[config.mk]
export PLATFORM = sky130hd
export DESIGN_NAME = mem_store_stage
export DESIGN_NICKNAME = d
export VERILOG_FILES = /design/src/source/mem_store_pkg.sv /design/src/source/mem_store_stage.sv /design/src/source/dmem_write_fsm.sv /design/src/source/store_buffer_ram.sv /design/src/source/store_buffer_ctrl.sv /design/src/source/store_align.sv
export SDC_FILE = /design/constraint.sdc
export NUM_CORES = 1
export LEC_CHECK = 0
export BUFFER_PORTS_ARGS = -buffer_cell sky130_fd_sc_hd__buf_2
export CORE_MARGIN = 2
export CORE_UTILIZATION = 45
export DETAILED_ROUTE_END_ITERATION = 8
export GPL_TIMING_DRIVEN = 0
export PLACE_DENSITY = 0.64
export SLEW_MARGIN = 15
export SYNTH_ARGS = -nofsm -noshare
export SYNTH_HDL_FRONTEND = slang
export SYNTH_SLANG_ARGS = --single-unit
[constraint.sdc]
create_clock -name clock -period 9.5 [get_ports clock]
set_input_delay 0.95 -clock clock [delete_from_list [all_inputs] [get_ports clock]]
set_output_delay 0.95 -clock clock [all_outputs]
set_load 0.01 [all_outputs]
[src/source/mem_store_pkg.sv]
package mem_store_pkg;

   // ------------------------------------------------------------
   // Widths
   // ------------------------------------------------------------
   localparam int DATA_W      = 32;
   localparam int WORD_ADDR_W = 30;
   localparam int BE_W        = 4;
   localparam int OPCODE_W    = 6;

   // MIPS store opcodes
   localparam logic [OPCODE_W-1:0] OP_SB  = 6'h28;
   localparam logic [OPCODE_W-1:0] OP_SH  = 6'h29;
   localparam logic [OPCODE_W-1:0] OP_SWL = 6'h2A;
   localparam logic [OPCODE_W-1:0] OP_SW  = 6'h2B;
   localparam logic [OPCODE_W-1:0] OP_SWR = 6'h2E;

   // ------------------------------------------------------------
   // Payloads
   // ------------------------------------------------------------

   // One store from the execute stage, qualified by store_valid
   typedef struct packed {
      logic [OPCODE_W-1:0] opcode;
      logic [DATA_W-1:0]   address;      // Byte address
      logic [DATA_W-1:0]   rt_val;       // Register value, unaligned
      logic [DATA_W-1:0]   pc;
      logic                is_delay_slot;
   } store_req_t;

   // One slot of the store buffer
   typedef struct packed {
      logic [WORD_ADDR_W-1:0] word_addr;
      logic [DATA_W-1:0]      data;      // Already in big-endian lanes
      logic [BE_W-1:0]        byteena;   // Bit 3 is lane 0, the MSB
   } sb_entry_t;

   // Write request towards main memory
   typedef struct packed {
      logic [WORD_ADDR_W-1:0] address;
      logic                   write;
      logic [DATA_W-1:0]      writedata;
      logic [BE_W-1:0]        writedatamask;
   } dmem_wr_t;

endpackage
[src/source/mem_store_stage.sv]
`timescale 1ns/100ps

module mem_store_stage import mem_store_pkg::*; #(
   parameter int SB_BITS = 3
) (
   input  logic              clock,
   input  logic              arst_n,
   input  logic              store_valid,
   input  store_req_t        store,
   input  logic              dmem_waitrequest,
   output dmem_wr_t          dmem,
   output logic              restart,
   output logic [DATA_W-1:0] restart_pc,
   output logic [31:0]       perf_sb_full
);

   sb_entry_t          entry_in;
   sb_entry_t          head;
   logic               push;
   logic               pop;
   logic               empty;
   logic [SB_BITS-1:0] wr_ptr;
   logic [SB_BITS-1:0] rd_ptr;

   // ------------------------------------------------------------
   // Fill side
   // ------------------------------------------------------------
   store_align store_align_inst (
      .store (store),
      .entry (entry_in)
   );

   store_buffer_ctrl #(
      .SB_BITS (SB_BITS)
   ) store_buffer_ctrl_inst (
      .clock         (clock),
      .arst_n        (arst_n),
      .store_valid   (store_valid),
      .pc            (store.pc),
      .is_delay_slot (store.is_delay_slot),
      .pop           (pop),
      .push          (push),
      .wr_ptr        (wr_ptr),
      .rd_ptr        (rd_ptr),
      .empty         (empty),
      .restart       (restart),
      .restart_pc    (restart_pc),
      .perf_sb_full  (perf_sb_full)
   );

   store_buffer_ram #(
      .SB_BITS (SB_BITS)
   ) store_buffer_ram_inst (
      .clock    (clock),
      .wr_en    (push),
      .wr_ptr   (wr_ptr),
      .rd_ptr   (rd_ptr),
      .entry_in (entry_in),
      .head     (head)
   );

   // ------------------------------------------------------------
   // Drain side
   // ------------------------------------------------------------
   dmem_write_fsm dmem_write_fsm_inst (
      .clock            (clock),
      .arst_n           (arst_n),
      .empty            (empty),
      .head             (head),
      .dmem_waitrequest (dmem_waitrequest),
      .pop              (pop),
      .dmem             (dmem)
   );

   // Strobe only with a store opcode, else the entry writes no byte
   a_store_opcode: assert property (
      @(posedge clock) disable iff (!arst_n)
      store_valid |-> entry_in.byteena != '0);

endmodule

[src/source/dmem_write_fsm.sv]
`timescale 1ns/100ps

module dmem_write_fsm import mem_store_pkg::*; (
   input  logic      clock,
   input  logic      arst_n,
   input  logic      empty,
   input  sb_entry_t head,
   input  logic      dmem_waitrequest,
   output logic      pop,
   output dmem_wr_t  dmem
);

   typedef enum logic {
      IDLE,
      WRITE
   } state_t;

   state_t                 state;
   logic                   take;
   logic [WORD_ADDR_W-1:0] addr_q;
   logic [DATA_W-1:0]      data_q;
   logic [BE_W-1:0]        mask_q;

   // Free to issue when idle or the current write is accepted
   assign take = (state == IDLE) | ~dmem_waitrequest;
   assign pop  = take & ~empty;

   // ------------------------------------------------------------
   // State
   // ------------------------------------------------------------
   always_ff @(posedge clock or negedge arst_n) begin
      if (!arst_n) begin
         state <= IDLE;
      end else if (take) begin
         state <= empty ? IDLE : WRITE;
      end
   end

   // Request payload, loaded with each pop
   always_ff @(posedge clock) begin
      if (pop) begin
         addr_q <= head.word_addr;
         data_q <= head.data;
         mask_q <= head.byteena;
      end
   end

   assign dmem.address       = addr_q;
   assign dmem.write         = state == WRITE;
   assign dmem.writedata     = data_q;
   assign dmem.writedatamask = mask_q;

   // Memory sees a steady request until it takes it
   a_hold_under_wait: assert property (
      @(posedge clock) disable iff (!arst_n)
      dmem.write && dmem_waitrequest |=> $stable(dmem));

endmodule

[src/source/store_buffer_ram.sv]
`timescale 1ns/100ps

module store_buffer_ram import mem_store_pkg::*; #(
   parameter int SB_BITS = 3
) (
   input  logic               clock,
   input  logic               wr_en,
   input  logic [SB_BITS-1:0] wr_ptr,
   input  logic [SB_BITS-1:0] rd_ptr,
   input  sb_entry_t          entry_in,
   output sb_entry_t          head
);

   // Data only, slots are valid by pointer position
   sb_entry_t mem [2**SB_BITS];

   always_ff @(posedge clock) begin
      if (wr_en)
         mem[wr_ptr] <= entry_in;
   end

   // Oldest entry, visible in the same cycle
   assign head = mem[rd_ptr];

endmodule

[src/source/store_buffer_ctrl.sv]
`timescale 1ns/100ps

module store_buffer_ctrl import mem_store_pkg::*; #(
   parameter int SB_BITS = 3
) (
   input  logic               clock,
   input  logic               arst_n,
   input  logic               store_valid,
   input  logic [DATA_W-1:0]  pc,
   input  logic               is_delay_slot,
   input  logic               pop,
   output logic               push,
   output logic [SB_BITS-1:0] wr_ptr,
   output logic [SB_BITS-1:0] rd_ptr,
   output logic               empty,
   output logic               restart,
   output logic [DATA_W-1:0]  restart_pc,
   output logic [31:0]        perf_sb_full
);

   logic [SB_BITS-1:0] wr_ptr_inc;
   logic               full;
   logic               sb_full_hit;

   // One slot stays unused so full and empty differ
   assign wr_ptr_inc  = wr_ptr + 1'b1;
   assign full        = wr_ptr_inc == rd_ptr;
   assign empty       = wr_ptr == rd_ptr;

   assign push        = store_valid & ~full;
   assign sb_full_hit = store_valid & full;

   // ------------------------------------------------------------
   // Pointers
   // ------------------------------------------------------------
   always_ff @(posedge clock or negedge arst_n) begin
      if (!arst_n) begin
         wr_ptr <= '0;
         rd_ptr <= '0;
      end else begin
         if (push)
            wr_ptr <= wr_ptr_inc;
         if (pop)
            rd_ptr <= rd_ptr + 1'b1;
      end
   end

   // ------------------------------------------------------------
   // Restart on full buffer
   // ------------------------------------------------------------

   // Rejected store, refetch it and count the event
   always_ff @(posedge clock or negedge arst_n) begin
      if (!arst_n) begin
         restart      <= 1'b0;
         restart_pc   <= '0;
         perf_sb_full <= '0;
      end else begin
         restart <= sb_full_hit;
         if (sb_full_hit) begin
            // Back up to the branch when in a delay slot
            restart_pc   <= pc - (is_delay_slot ? 32'd4 : 32'd0);
            perf_sb_full <= perf_sb_full + 32'd1;
         end
      end
   end

   // Drain side must never run ahead of the fill side
   a_no_pop_empty: assert property (
      @(posedge clock) disable iff (!arst_n) pop |-> !empty);

   // Pipeline flushes behind a restart, so full hits never come back to back
   a_restart_one_cycle: assert property (
      @(posedge clock) disable iff (!arst_n) restart |=> !restart);

endmodule

[src/source/store_align.sv]
`timescale 1ns/100ps

module store_align import mem_store_pkg::*; (
   input  store_req_t store,
   output sb_entry_t  entry
);

   logic [1:0]        rot_delta;
   logic [1:0]        rot;
   logic [DATA_W-1:0] rt;
   logic [BE_W-1:0]   byteena;
   logic [DATA_W-1:0] data;

   assign rt = store.rt_val;

   // ------------------------------------------------------------
   // Lane rotation
   // ------------------------------------------------------------

   // Per-opcode offset added to the address low bits
   always_comb begin
      case (store.opcode)
         OP_SW:   rot_delta = 2'd0;
         OP_SWL:  rot_delta = 2'd0;
         OP_SH:   rot_delta = 2'd2;
         OP_SB:   rot_delta = 2'd1;
         OP_SWR:  rot_delta = 2'd1;
         default: rot_delta = 2'd0;
      endcase
   end

   // Two-bit sum wraps, so the rotation stays within one word
   assign rot = store.address[1:0] + rot_delta;

   // Rotate right by whole bytes
   always_comb begin
      case (rot)
         2'd0:    data = rt;
         2'd1:    data = {rt[7:0], rt[31:8]};
         2'd2:    data = {rt[15:0], rt[31:16]};
         default: data = {rt[23:0], rt[31:24]};
      endcase
   end

   // ------------------------------------------------------------
   // Byte enables, big endian
   // ------------------------------------------------------------
   always_comb begin
      case (store.opcode)
         OP_SW:   byteena = 4'hF;
         // Upper half at offset 0, lower half at offset 2
         OP_SH:   byteena = store.address[1] ? 4'h3 : 4'hC;
         OP_SB:   byteena = 4'h8 >> store.address[1:0];
         // Addressed byte down to the LSB
         OP_SWL:  byteena = 4'hF >> store.address[1:0];
         // MSB down to the addressed byte
         OP_SWR:  byteena = 4'hF << ~store.address[1:0];
         // Not a store, nothing to write
         default: byteena = 4'h0;
      endcase
   end

   assign entry.word_addr = store.address[DATA_W-1:2];
   assign entry.data      = data;
   assign entry.byteena   = byteena;

endmodule

; Word level (Yosys, flattened, before mapping)
; Memory sizes are Yosys's and may differ from the RTL's. A register that Yosys moved wholly into a read port is not among the register bits.
; Index checks and enable logic that the tools add are counted.
[word_totals]
n_memories = 1
word_cells = 43
input_bits = 107
mem_bits_rw = 528
reg_bits = 72
out_inout_bits = 132
[op_classes]
eq_ne = 9
reduce_logical = 2
bitwise = 9
mux = 8
shift = 3
addsub = 5
[memory_table]
columns = memory, words, width, rd, rd_ports_with_merged_regs, write_ports, line
row1 = store_buffer_ram_inst.mem, 8, 66, 1, 1, 1, store_buffer_ram.sv:15  ; sb_entry_t mem [2**SB_BITS];
[op_table]
columns = op, count
row1 = $pmux W32 S3, 1
row2 = $add A32 B1 Y32 const B, 1
row3 = $sub A32 B32 Y32, 1
row4 = $eq A6 B6 Y1 const B, 5
row5 = $pmux W4 S5, 1
row6 = $shr A4 B2 Y4 const A, 2
row7 = $add A3 B1 Y3 const B, 2
row8 = $eq A3 B3 Y1, 2
row9 = $mux W4, 1
row10 = $not A1 Y1, 4
row11 = $pmux W2 S2, 1
row12 = $shl A4 B2 Y4 const A, 1
row13 = $and A1 B1 Y1, 3
row14 = $mux W1, 3
row15 = $mux W3, 1
row16 = $add A2 B2 Y2, 1
row17 = $eq A2 B1 Y1 const B, 1
row18 = $eq A2 B2 Y1 const B, 1
row19 = $logic_not A2 Y1, 1
row20 = $not A2 Y2, 1
row21 = $reduce_or A2 Y1, 1
row22 = $or A1 B1 Y1, 1

; Logic depth before layout (Yosys ltp)
; Gate-level depths: netlist of run 1.
[depth]
word_depth = 6
depth_mapped = 10
ltp_nobuf = 9

; Modules after synthesis
; A second synthesis of run 1 with hierarchy kept.
[unflattened]
cells_unflattened = 1347
hier_area_um2 = 26724.4
[modules_own_cells]
columns = module, instances, seq_area_each_um2, cells_per_inst, area_per_inst_um2
row1 = store_buffer_ram, 1, 15855.2, 776, 19852.8
row2 = store_buffer_ctrl, 1, 1776.7, 365, 3692.3
row3 = dmem_write_fsm, 1, 2006.9, 70, 2029.4
row4 = store_align, 1, 0.0, 136, 1149.9

; Worst setup path before layout of run 1
; OpenSTA, ideal clock, no wires.
[synth_timing]
path_kind = register to register
start = register store_buffer_ctrl_inst.rd_ptr[2]
end = memory store_buffer_ram_inst.mem[2][0] (netlist name), enable pin
slack_ps = 872
period_less_slack_ps = 8628
path_stages_with_launch = 6
setup_ps = 677
required_time_ps = 8823
arrival_time_ps = 7951
path_cell_list = dfrtp_1 > clkbuf_1 > xnor3_1 > nand3_1 > nand2_1 > nor4b_1
[synth_between]
elab_chain_len = 5
[synth_lines]
columns = element, line
row1 = from (decl), store_buffer_ctrl.sv:14  ; output logic [SB_BITS-1:0] rd_ptr,
row2 = from (signal assigned), store_buffer_ctrl.sv:44  ; rd_ptr <= rd_ptr + 1'b1;
row3 = $eq A3 B3 Y1, store_buffer_ctrl.sv:27  ; assign full = wr_ptr_inc == rd_ptr;
row4 = $not A1 Y1, store_buffer_ctrl.sv:30  ; assign push = store_valid & ~full;
row5 = $and A1 B1 Y1, store_buffer_ctrl.sv:30
row6 = $mux W1, store_buffer_ram.sv:18  ; if (wr_en)
row7 = $mux W1 (implied by the code), store_buffer_ram.sv:19  ; mem[wr_ptr] <= entry_in;
row8 = to (decl), store_buffer_ram.sv:15
; Every way passes these cells.

==> reports/summary.txt, run 1 <==
first-pass GRT wire length: 87.7 mm
post-CTS resize count: 0
Worst VDD drop: 156 µV
TritonCTS Buffers: 70
CTS tree: built
via count: 14037
clock tree buffer depth: 3
clock sink count: 666
share of layout cells above drive strength 1: 0.365
Power Dens Cells: 308 nW/µm²
Post-Synth Simple-Gate Area: 0.0398
H-tree levels: 3
drt pass-1 iters: 5
FF+latch count, synth: 666
Final min period: 3700 ps
I/O Pins: 239
most common cell in the netlist: edfxtp_1
largest net degree at the start of global routing: 61
Initial Util: 0.454
Post-CTS Setup Bufs: 0
slew margin rel.: 0.306
worst min-delay path category: in -> async
post-synth cell types: 49
final setup margin: 5800 ps
Synth Area in Compound Gates: 0.0252
Core Area: 57500 µm²
highest clock rate: 0.270 GHz
multiplexer share of the synthesized area: 0.145
Synth Area in Adders: 0.00288
Mean Syn Cell Area: 19.5 µm²
FF-to-FF setup slack: 5820 ps
Area Growth Syn to Fin: 20.1%
clock skew: 15.8 ps
crit end category: register
Mapped Area: 26100 µm²
WL per Instance: 22.8 µm
yosys warns: 0
Area contributors post-synth: edfxtp_1 (68%), mux4_2 (11%), dfrtp_1 (6.9%)
Root Buffer: clkbuf_16
final core area utilization: 0.545
hold buffers post-CTS: 0
Seq/Total Area, Yosys: 0.753
Crit Path Max Fanout: 10
GP Congestion: 0.850
die height: 245 µm
status: complete, no violations
top_reg_cell synth: edfxtp_1
Max Slew Vio Count: 0
Post-synth EDFFs: 594
gr ovfl total: 0
vias in the first global route: 14357
clock slew at reported path FFs: 60 ps
DIE AREA: 59900 µm²
Synth Instances: 1337
initial antenna violation count: 3
LEAKAGE: 11.0 nW
Final #Nets: 1848
hold violation count in the final report: 0
row count: 88
Async SR Flop Fraction: 0.108
WS Path Type: in -> reg
crit share post-route: 0.389
RSZ-0062 raised after global routing: no
port bufs: 237
slew of the pin with the lowest slew margin: 1030 ps
most common library cells after synthesis: edfxtp_1 (594), mux4_2 (132), dfrtp_1 (72)
CP startpoint kind: input port
CP required: 9790 ps
cell taking the most area after synthesis: edfxtp_1
die width: 245 µm
Post-DRT Antenna Nets: 0
DR vias/cell: 5.48
Setup WS pre-CTS: 5280 ps
max-capacitance violation count: 0
Critical Path AT: 3990 ps
Routed WL: 58.5 mm
DRC Markers: 0
initial DRC count: 1238
Total GRT Usage: 0.196
Synth top area share: 0.684
Post-Synthesis Net Count: 1450
Finish-stage setup viols: 0
DP Wirelength: 40.2 mm
main combinational cell family by area after synthesis: multiplexers
XOR/XNOR share of the synthesized area: 0.0227
clk_lat worst skew: 590 ps
layout by cell type (no fill, tap or decap), drive strengths merged, types with 8 or more instances in the layout:
cell	instances
mux2	70
buf	346
xnor2	37
clkinv	28
nand3	22
o21ai	32
nor2	58
mux4	132
nor4	10
nand2	66
xor2	28
nand4	10
o22ai	64
edfxtp	594
clkbuf	139
inv	10
nor3	8
dfrtp	72
power by group:
part           switching (mW)  internal [mW]
registers               0.172           3.99
clock network            1.09           1.56
logic                    1.57           1.27
worst max-delay path, stage by stage:
cell      delay (ps)
buf_2            100
nand3b_1         150
nor3_1           550
a21o_1           190
ha_1             210
xor2_1           200
nor2_1            80
mux2i_1          360
clkbuf_1         430
o22ai_1          170
nor2_1           580
stage by stage:
step	area (µm²)	TNS, ps	power, mW	hold slack [ps]	instances
floorplan	26100	0	6.01	470	1337
global placement	28200	-1855450	7.04	460	2339
detailed placement	29100	0	7.12	465	2428
CTS	31300	0	9.80	192	2555
global route	31300	0	10.1	211	2558
finish	31300	0	9.66	223	2562
final timing paths:
kind | cells after the start | to | start
worst min register to register | 2 | store_buffer_ctrl_inst.restart_pc[4] | store_buffer_ctrl_inst.restart_pc[4]
worst max register to register | 8 | store_buffer_ram_inst.mem[3][22] | store_buffer_ctrl_inst.rd_ptr[2]
worst max-delay path | 11 | store_buffer_ram_inst.mem[4][33] | store[101]
max in group asynchronous | 2 | store_buffer_ctrl_inst.perf_sb_full[19] | arst_n
min in group clock | 2 | store_buffer_ctrl_inst.restart_pc[4] | store_buffer_ctrl_inst.restart_pc[4]
worst min-delay path | 1 | store_buffer_ctrl_inst.restart_pc[19] | arst_n
cells by family (layout without fill, tap and decap cells):
logic type,count (synthesis),in the layout
simple gates,208,208
other cells,0,7
flops,666,666
compound gates,111,111
mux,204,204
xor+xnor,66,66
buf+inv,76,529
fa+ha+maj,6,6
metal layers:
layer / global-route usage / routed length (µm) / up-vias
li1: - / - / 6226
met1: 0.273 / 25200 / 7262
met2: 0.317 / 28300 / 473
met3: 0.0364 / 3850 / 76
met4: 0.0595 / 1150 / 0
met5: 0 / 0 / -
cell type report:
| cell class | instances | area [µm²] |
|---|---|---|
| plain buffers | 69 | 277 |
| well taps | 765 | 957 |
| repair buffers | 326 | 1980 |
| clock buffers | 90 | 1920 |
| inverters | 7 | 26.3 |
| multi-input cells | 595 | 6200 |
| clock inverters | 37 | 309 |
| fillers | 4522 | 26100 |
| flip-flops and latches | 666 | 19600 |
| diodes | 7 | 17.5 |
registers in the layout, summed over array words and instances (netlist names):
register                             flops
dmem_write_fsm_inst.state                1
dmem_write_fsm_inst.mask_q               4
dmem_write_fsm_inst.addr_q              30
dmem_write_fsm_inst.data_q              32
store_buffer_ctrl_inst.perf_sb_full     32
store_buffer_ctrl_inst.rd_ptr            3
store_buffer_ctrl_inst.restart           1
store_buffer_ram_inst.mem              528
store_buffer_ctrl_inst.restart_pc       32
store_buffer_ctrl_inst.wr_ptr            3
(Power assumes the default switching activity.)
==> run 2, diff against run 1 <==
==> constraint.sdc (replaced) <==
create_clock -name clock -period 3.5 [get_ports clock]
set_input_delay 0.35 -clock clock [delete_from_list [all_inputs] [get_ports clock]]
set_output_delay 0.35 -clock clock [all_outputs]
set_load 0.01 [all_outputs]
==> reports/summary.txt, run 2 (synthesis gave the netlist of run 1 again) <==
footprint of the multi-input gates: 6270 µm²
H-tree levels: 3
most frequent cells in the layout: edfxtp_1 (594), buf_2 (247), mux4_2 (132)
slowest cell delay on critical path: 710 ps
initial antenna violation count: 1
Post-DRT Antenna Nets: 0
Area Growth Syn to Fin: 21.7%
RSZ-0062 raised after global routing: no
crit end category: register
hold violation count in the final report: 0
worst min-delay path category: in -> reg
DR vias/cell: 5.48
post-CTS resize count: 0
share of layout cells above drive strength 1: 0.360
clock slew at reported path FFs: 60 ps
reg2reg path depth: 5
CP required: 3840 ps
die width: 245 µm
Initial Util: 0.454
Post-Place Cell Area: 29300 µm²
Total GRT Usage: 0.197
Root Buffer: clkbuf_16
Max Slew Vio Count: 0
Crit Path Max Fanout: 10
crit share post-route: 0.907
LEAKAGE: 11.1 nW
slew margin rel.: 0.299
DIE AREA: 59900 µm²
Critical Path AT: 3510 ps
commonest non-fill, non-tap cell in the layout: edfxtp_1
via count: 14008
drt pass-1 iters: 5
Inst Count DP: 2397
Core Area: 57500 µm²
vias in the first global route: 14201
clock skew: 18.6 ps
clock tree buffer depth: 3
Final min period: 3180 ps
Hold Path Cell Cnt: 1
DP Wirelength: 39.8 mm
Top cell by count, worst path: clkbuf_1
highest clock rate: 0.315 GHz
RR Startpoint: store_buffer_ctrl_inst.rd_ptr[0]
Power Dens Cells: 830 nW/µm²
Routed WL: 58.6 mm
hold path endpoint: store_buffer_ram_inst.mem[7][60]
crit-path leading delay family: buffers and inverters
number of fill cells: 4488
WS Path Type: reg -> reg
WL per Instance: 22.9 µm
max reg flops: 528
Sequential Area: 19600 µm²
I/O Pins: 239
hold_sp: store[91]
largest net degree at the start of global routing: 38
Worst R2R End: dmem_write_fsm_inst.data_q[1]
Top reg by flops: store_buffer_ram_inst.mem
Final Non-Filler Cells: 2554
FF-to-FF setup slack: 320 ps
max-capacitance violation count: 0
gr ovfl total: 0
die height: 245 µm
row count: 88
Worst VDD drop: 447 µV
clock sink count: 666
clk_lat worst skew: 610 ps
final instance area: 31700 µm²
Finish-stage setup viols: 0
port bufs: 237
initial DRC count: 1041
CP startpoint kind: register
DRC Markers: 0
CP cell instances: clkbuf_1 > clkbuf_1 > buf_2 > mux4_2 > mux2_2
Final #Nets: 1847
buffer and inverter count on the worst path: 3
Min Hold Slack: 29.3 ps
GP Congestion: 0.849
Crit-path slowest cell: clkbuf_1
status: complete, no violations
critical path depth: 5
first-pass GRT wire length: 88.0 mm
CTS tree: built
slew of the pin with the lowest slew margin: 1040 ps
TritonCTS Buffers: 71
PnR Total Power: 26.3 mW
run 2: report_power, final:
group | total, mW | internal (mW) | switching (mW)
Clock | 7.10 | 4.09 | 3.02
Sequential | 11.3 | 10.8 | 0.461
Combinational | 7.95 | 3.60 | 4.35
Total | 26.3 | 18.5 | 7.82
run 2: worst max path at each step:
stage                                           from                               end
floorplan           store_buffer_ctrl_inst.wr_ptr[2]   store_buffer_ram_inst.mem[2][0]
global placement    store_buffer_ctrl_inst.rd_ptr[1]  store_buffer_ram_inst.mem[4][16]
detailed placement                         store[99]  store_buffer_ram_inst.mem[2][34]
CTS                 store_buffer_ctrl_inst.rd_ptr[1]   store_buffer_ram_inst.mem[7][8]
global route        store_buffer_ctrl_inst.rd_ptr[0]  store_buffer_ram_inst.mem[1][21]
finish              store_buffer_ctrl_inst.rd_ptr[0]     dmem_write_fsm_inst.data_q[1]
run 2: repair_timing:
action                                 in CTS  in global routing
buffers inserted                            0                  4
setup endpoints to repair                   0                 19
hold buffers                               25                  0
endpoints found under the hold margin     192                  0
run 2: layer usage:
metal / GRT usage / part of all wire / wire length [µm] / vias up
li1: - / - / - / 6207
met1: 0.272 / 0.43 / 25200 / 7344
met2: 0.325 / 0.50 / 29200 / 382
met3: 0.0317 / 0.052 / 3040 / 75
met4: 0.0592 / 0.020 / 1160 / 0
met5: 0 / 0 / 0 / -
run 2: area by class of cell:
class | count | area share
antenna | 2 | 0.000158
multi-input combinational | 595 | 0.197
timing repair buffer | 324 | 0.0741
clock buffer | 84 | 0.0595
tap | 765 | 0.0302
sequential | 666 | 0.619
clock inverter | 42 | 0.00978
inverter | 7 | 0.000828
buffer | 69 | 0.00911
run 2: through the flow:
stage	utilization	setup TNS, ps	setup WS (ps)
after global placement	0.494	-1094710	-2610
after floorplan	-	-53730	-256
after global routing	0.552	0	123
after CTS	0.552	0	56.8
after detailed placement	0.509	-21360	-200
final	0.552	0	324
==> run 3, diff against run 2 <==
--- a/config.mk
+++ b/config.mk
@@ -5,12 +5,13 @@
 export SDC_FILE = /design/constraint.sdc
 export NUM_CORES = 1
 export LEC_CHECK = 0
-export BUFFER_PORTS_ARGS = -buffer_cell sky130_fd_sc_hd__buf_2
 export CORE_MARGIN = 2
 export CORE_UTILIZATION = 45
 export DETAILED_ROUTE_END_ITERATION = 8
+export DONT_BUFFER_PORTS = 1
 export GPL_TIMING_DRIVEN = 0
-export PLACE_DENSITY = 0.64
+export PLACE_DENSITY = 0.61
+export RECOVER_POWER = 25
 export SLEW_MARGIN = 15
 export SYNTH_ARGS = -nofsm -noshare
 export SYNTH_HDL_FRONTEND = slang
==> constraint.sdc (replaced) <==
create_clock -name clock -period 3.5 [get_ports clock]
set_input_delay 0.525 -clock clock [delete_from_list [all_inputs] [get_ports clock]]
set_output_delay 0.525 -clock clock [all_outputs]
set_load 0.01 [all_outputs]
==> reports/summary.txt, run 3 (synthesis gave the netlist of run 1 again) <==
Power Dens Cells: 839 nW/µm²
vias in the first global route: 13401
met2 WL post-DR: 27.7 mm
slowest cell delay on critical path: 720 ps
TritonCTS Buffers: 70
status: finished with violations
slew margin rel.: -0.276
hold violation count in the final report: 0
WL per Instance: 24.7 µm
crit-path leading delay family: buffers and inverters
GP Congestion: 0.853
initial antenna violation count: 0
RSZ-0062 raised after global routing: no
final setup margin: 260 ps
met1 WL: 24.8 mm
Min Hold Slack: 40.5 ps
violated checks: max-capacitance violations, max-slew violations
Area Growth Syn to Fin: 17.2%
Worst VDD drop: 395 µV
DP Wirelength: 38.4 mm
share of layout cells above drive strength 1: 0.255
highest clock rate: 0.309 GHz
uppermost layer routed: met4
CTS tree: built
CP cell instances: clkbuf_1 > clkbuf_1 > buf_2 > mux4_2 > mux2_2
Initial Util: 0.454
clock tree buffer depth: 3
crit end category: register
slew of the pin with the lowest slew margin: 1910 ps
gr ovfl total: 0
RR Startpoint: store_buffer_ctrl_inst.rd_ptr[0]
Core Area: 57500 µm²
buffer and inverter count on the worst path: 3
crit share post-route: 0.926
first-pass GRT wire length: 84.8 mm
Finish-stage setup viols: 0
drt pass-1 iters: 5
I/O Pins: 239
Final Non-Filler Cells: 2320
Worst R2R End: dmem_write_fsm_inst.data_q[20]
Setup Total Neg Slack: 0 ps
port bufs: 0
Critical Path AT: 3580 ps
Crit Path Max Fanout: 10
Hold Path Cell Cnt: 0
clock slew at reported path FFs: 60 ps
H-tree levels: 3
worst min-delay path category: in -> reg
CP startpoint kind: register
Final min period: 3240 ps
row count: 88
FF-to-FF setup slack: 260 ps
Max Slew Vio Count: 73
DRC Markers: 0
Total GRT Usage: 0.192
hold path endpoint: store_buffer_ram_inst.mem[5][39]
reg2reg path depth: 5
initial DRC count: 944
clock skew: 28.1 ps
via count: 13016
most frequent cells in the layout: edfxtp_1 (594), mux4_2 (132), clkbuf_16 (73)
commonest non-fill, non-tap cell in the layout: edfxtp_1
Final #Nets: 1614
WS Path Type: reg -> reg
max reg flops: 528
hold_sp: store[70]
Inst Count DP: 2155
CP required: 3840 ps
final core area utilization: 0.532
clk_lat worst skew: 600 ps
Setup WS pre-CTS: -312 ps
Crit-path slowest cell: clkbuf_1
die width: 245 µm
largest net degree at the start of global routing: 73
DIE AREA: 59900 µm²
max-capacitance violation count: 1
DR vias/cell: 5.61
Top reg by flops: store_buffer_ram_inst.mem
Routed WL: 57.3 mm
Root Buffer: clkbuf_16
die height: 245 µm
number of fill cells: 4495
LEAKAGE: 10.1 nW
clock sink count: 666
Post-DRT Antenna Nets: 0
WL met3: 3.35 mm
Top cell by count, worst path: clkbuf_1
[run 3: changes by cell type in the layout (fill, tap and decap cells not counted), moves of 2 or more]
| cell | previous run | this run |
|---|---|---|
| buf_2 | 247 | 11 |
| clkinv_2 | 19 | 11 |
| clkinv_1 | 12 | 18 |
| dlygate4sd3_1 | 25 | 31 |
| buf_6 | 24 | 19 |
| buf_16 | 7 | 10 |
| inv_6 | 4 | 1 |
| buf_8 | 24 | 22 |
| clkbuf_1 | 55 | 57 |
| clkbuf_2 | 2 | 4 |
| clkbuf_8 | 3 | 1 |
| clkinv_4 | 2 | 4 |
[run 3: area by class of cell]
class | instances | area (µm²) | share of cell area
timing repair buffer | 92 | 1240 | 0.0406
multi-input combinational | 595 | 6270 | 0.205
clock inverter | 40 | 278 | 0.00909
tap | 765 | 957 | 0.0313
inverter | 7 | 26.3 | 0.000859
antenna | 1 | 2.50 | 0.0000819
clock buffer | 85 | 1870 | 0.0612
sequential | 666 | 19600 | 0.642
buffer | 69 | 290 | 0.00949
[run 3: where the power goes]
part	switching [mW]	internal, mW
combinational	3.79	3.19
clock	2.97	3.97
sequential	0.874	10.9
total	7.64	18.0
[run 3: worst max-delay path by stage]
stage | startpoint | end | slack [ps] | cells past startpoint
detailed placement | store[99] | store_buffer_ram_inst.mem[6][5] | -310 | 10
global placement | store_buffer_ctrl_inst.rd_ptr[1] | store_buffer_ram_inst.mem[4][8] | -2800 | 5
finish | store_buffer_ctrl_inst.rd_ptr[0] | dmem_write_fsm_inst.data_q[20] | 260 | 5
CTS | store_buffer_ctrl_inst.rd_ptr[1] | store_buffer_ram_inst.mem[3][16] | 100 | 7
global route | store_buffer_ctrl_inst.rd_ptr[0] | store_buffer_ram_inst.mem[6][16] | 60 | 9
floorplan | store_buffer_ctrl_inst.wr_ptr[2] | store_buffer_ram_inst.mem[2][0] | -260 | 5
[run 3: what timing repair did]
action                                  4_1_cts  5_1_grt
gates resized for setup                       0        2
endpoints found under the setup margin        0       40
setup buffers                                 0        7
hold buffers                                 32        0
hold endpoints to repair                    306        0
[run 3: metrics by stage]
stage | total power [mW] | area, µm²
4_1_cts | 26.0 | 30500
3_3_place_gp | 18.3 | 27200
6_report | 25.6 | 30600
3_5_place_dp | 18.9 | 28000
5_1_grt | 26.9 | 30600
2_1_floorplan | 16.3 | 26200
[run 3: routing by layer]
metal | vias to the layer above | track usage
li1 | 5756 | -
met1 | 6788 | 0.265
met2 | 380 | 0.306
met3 | 92 | 0.0393
met4 | 0 | 0.0676
met5 | - | 0
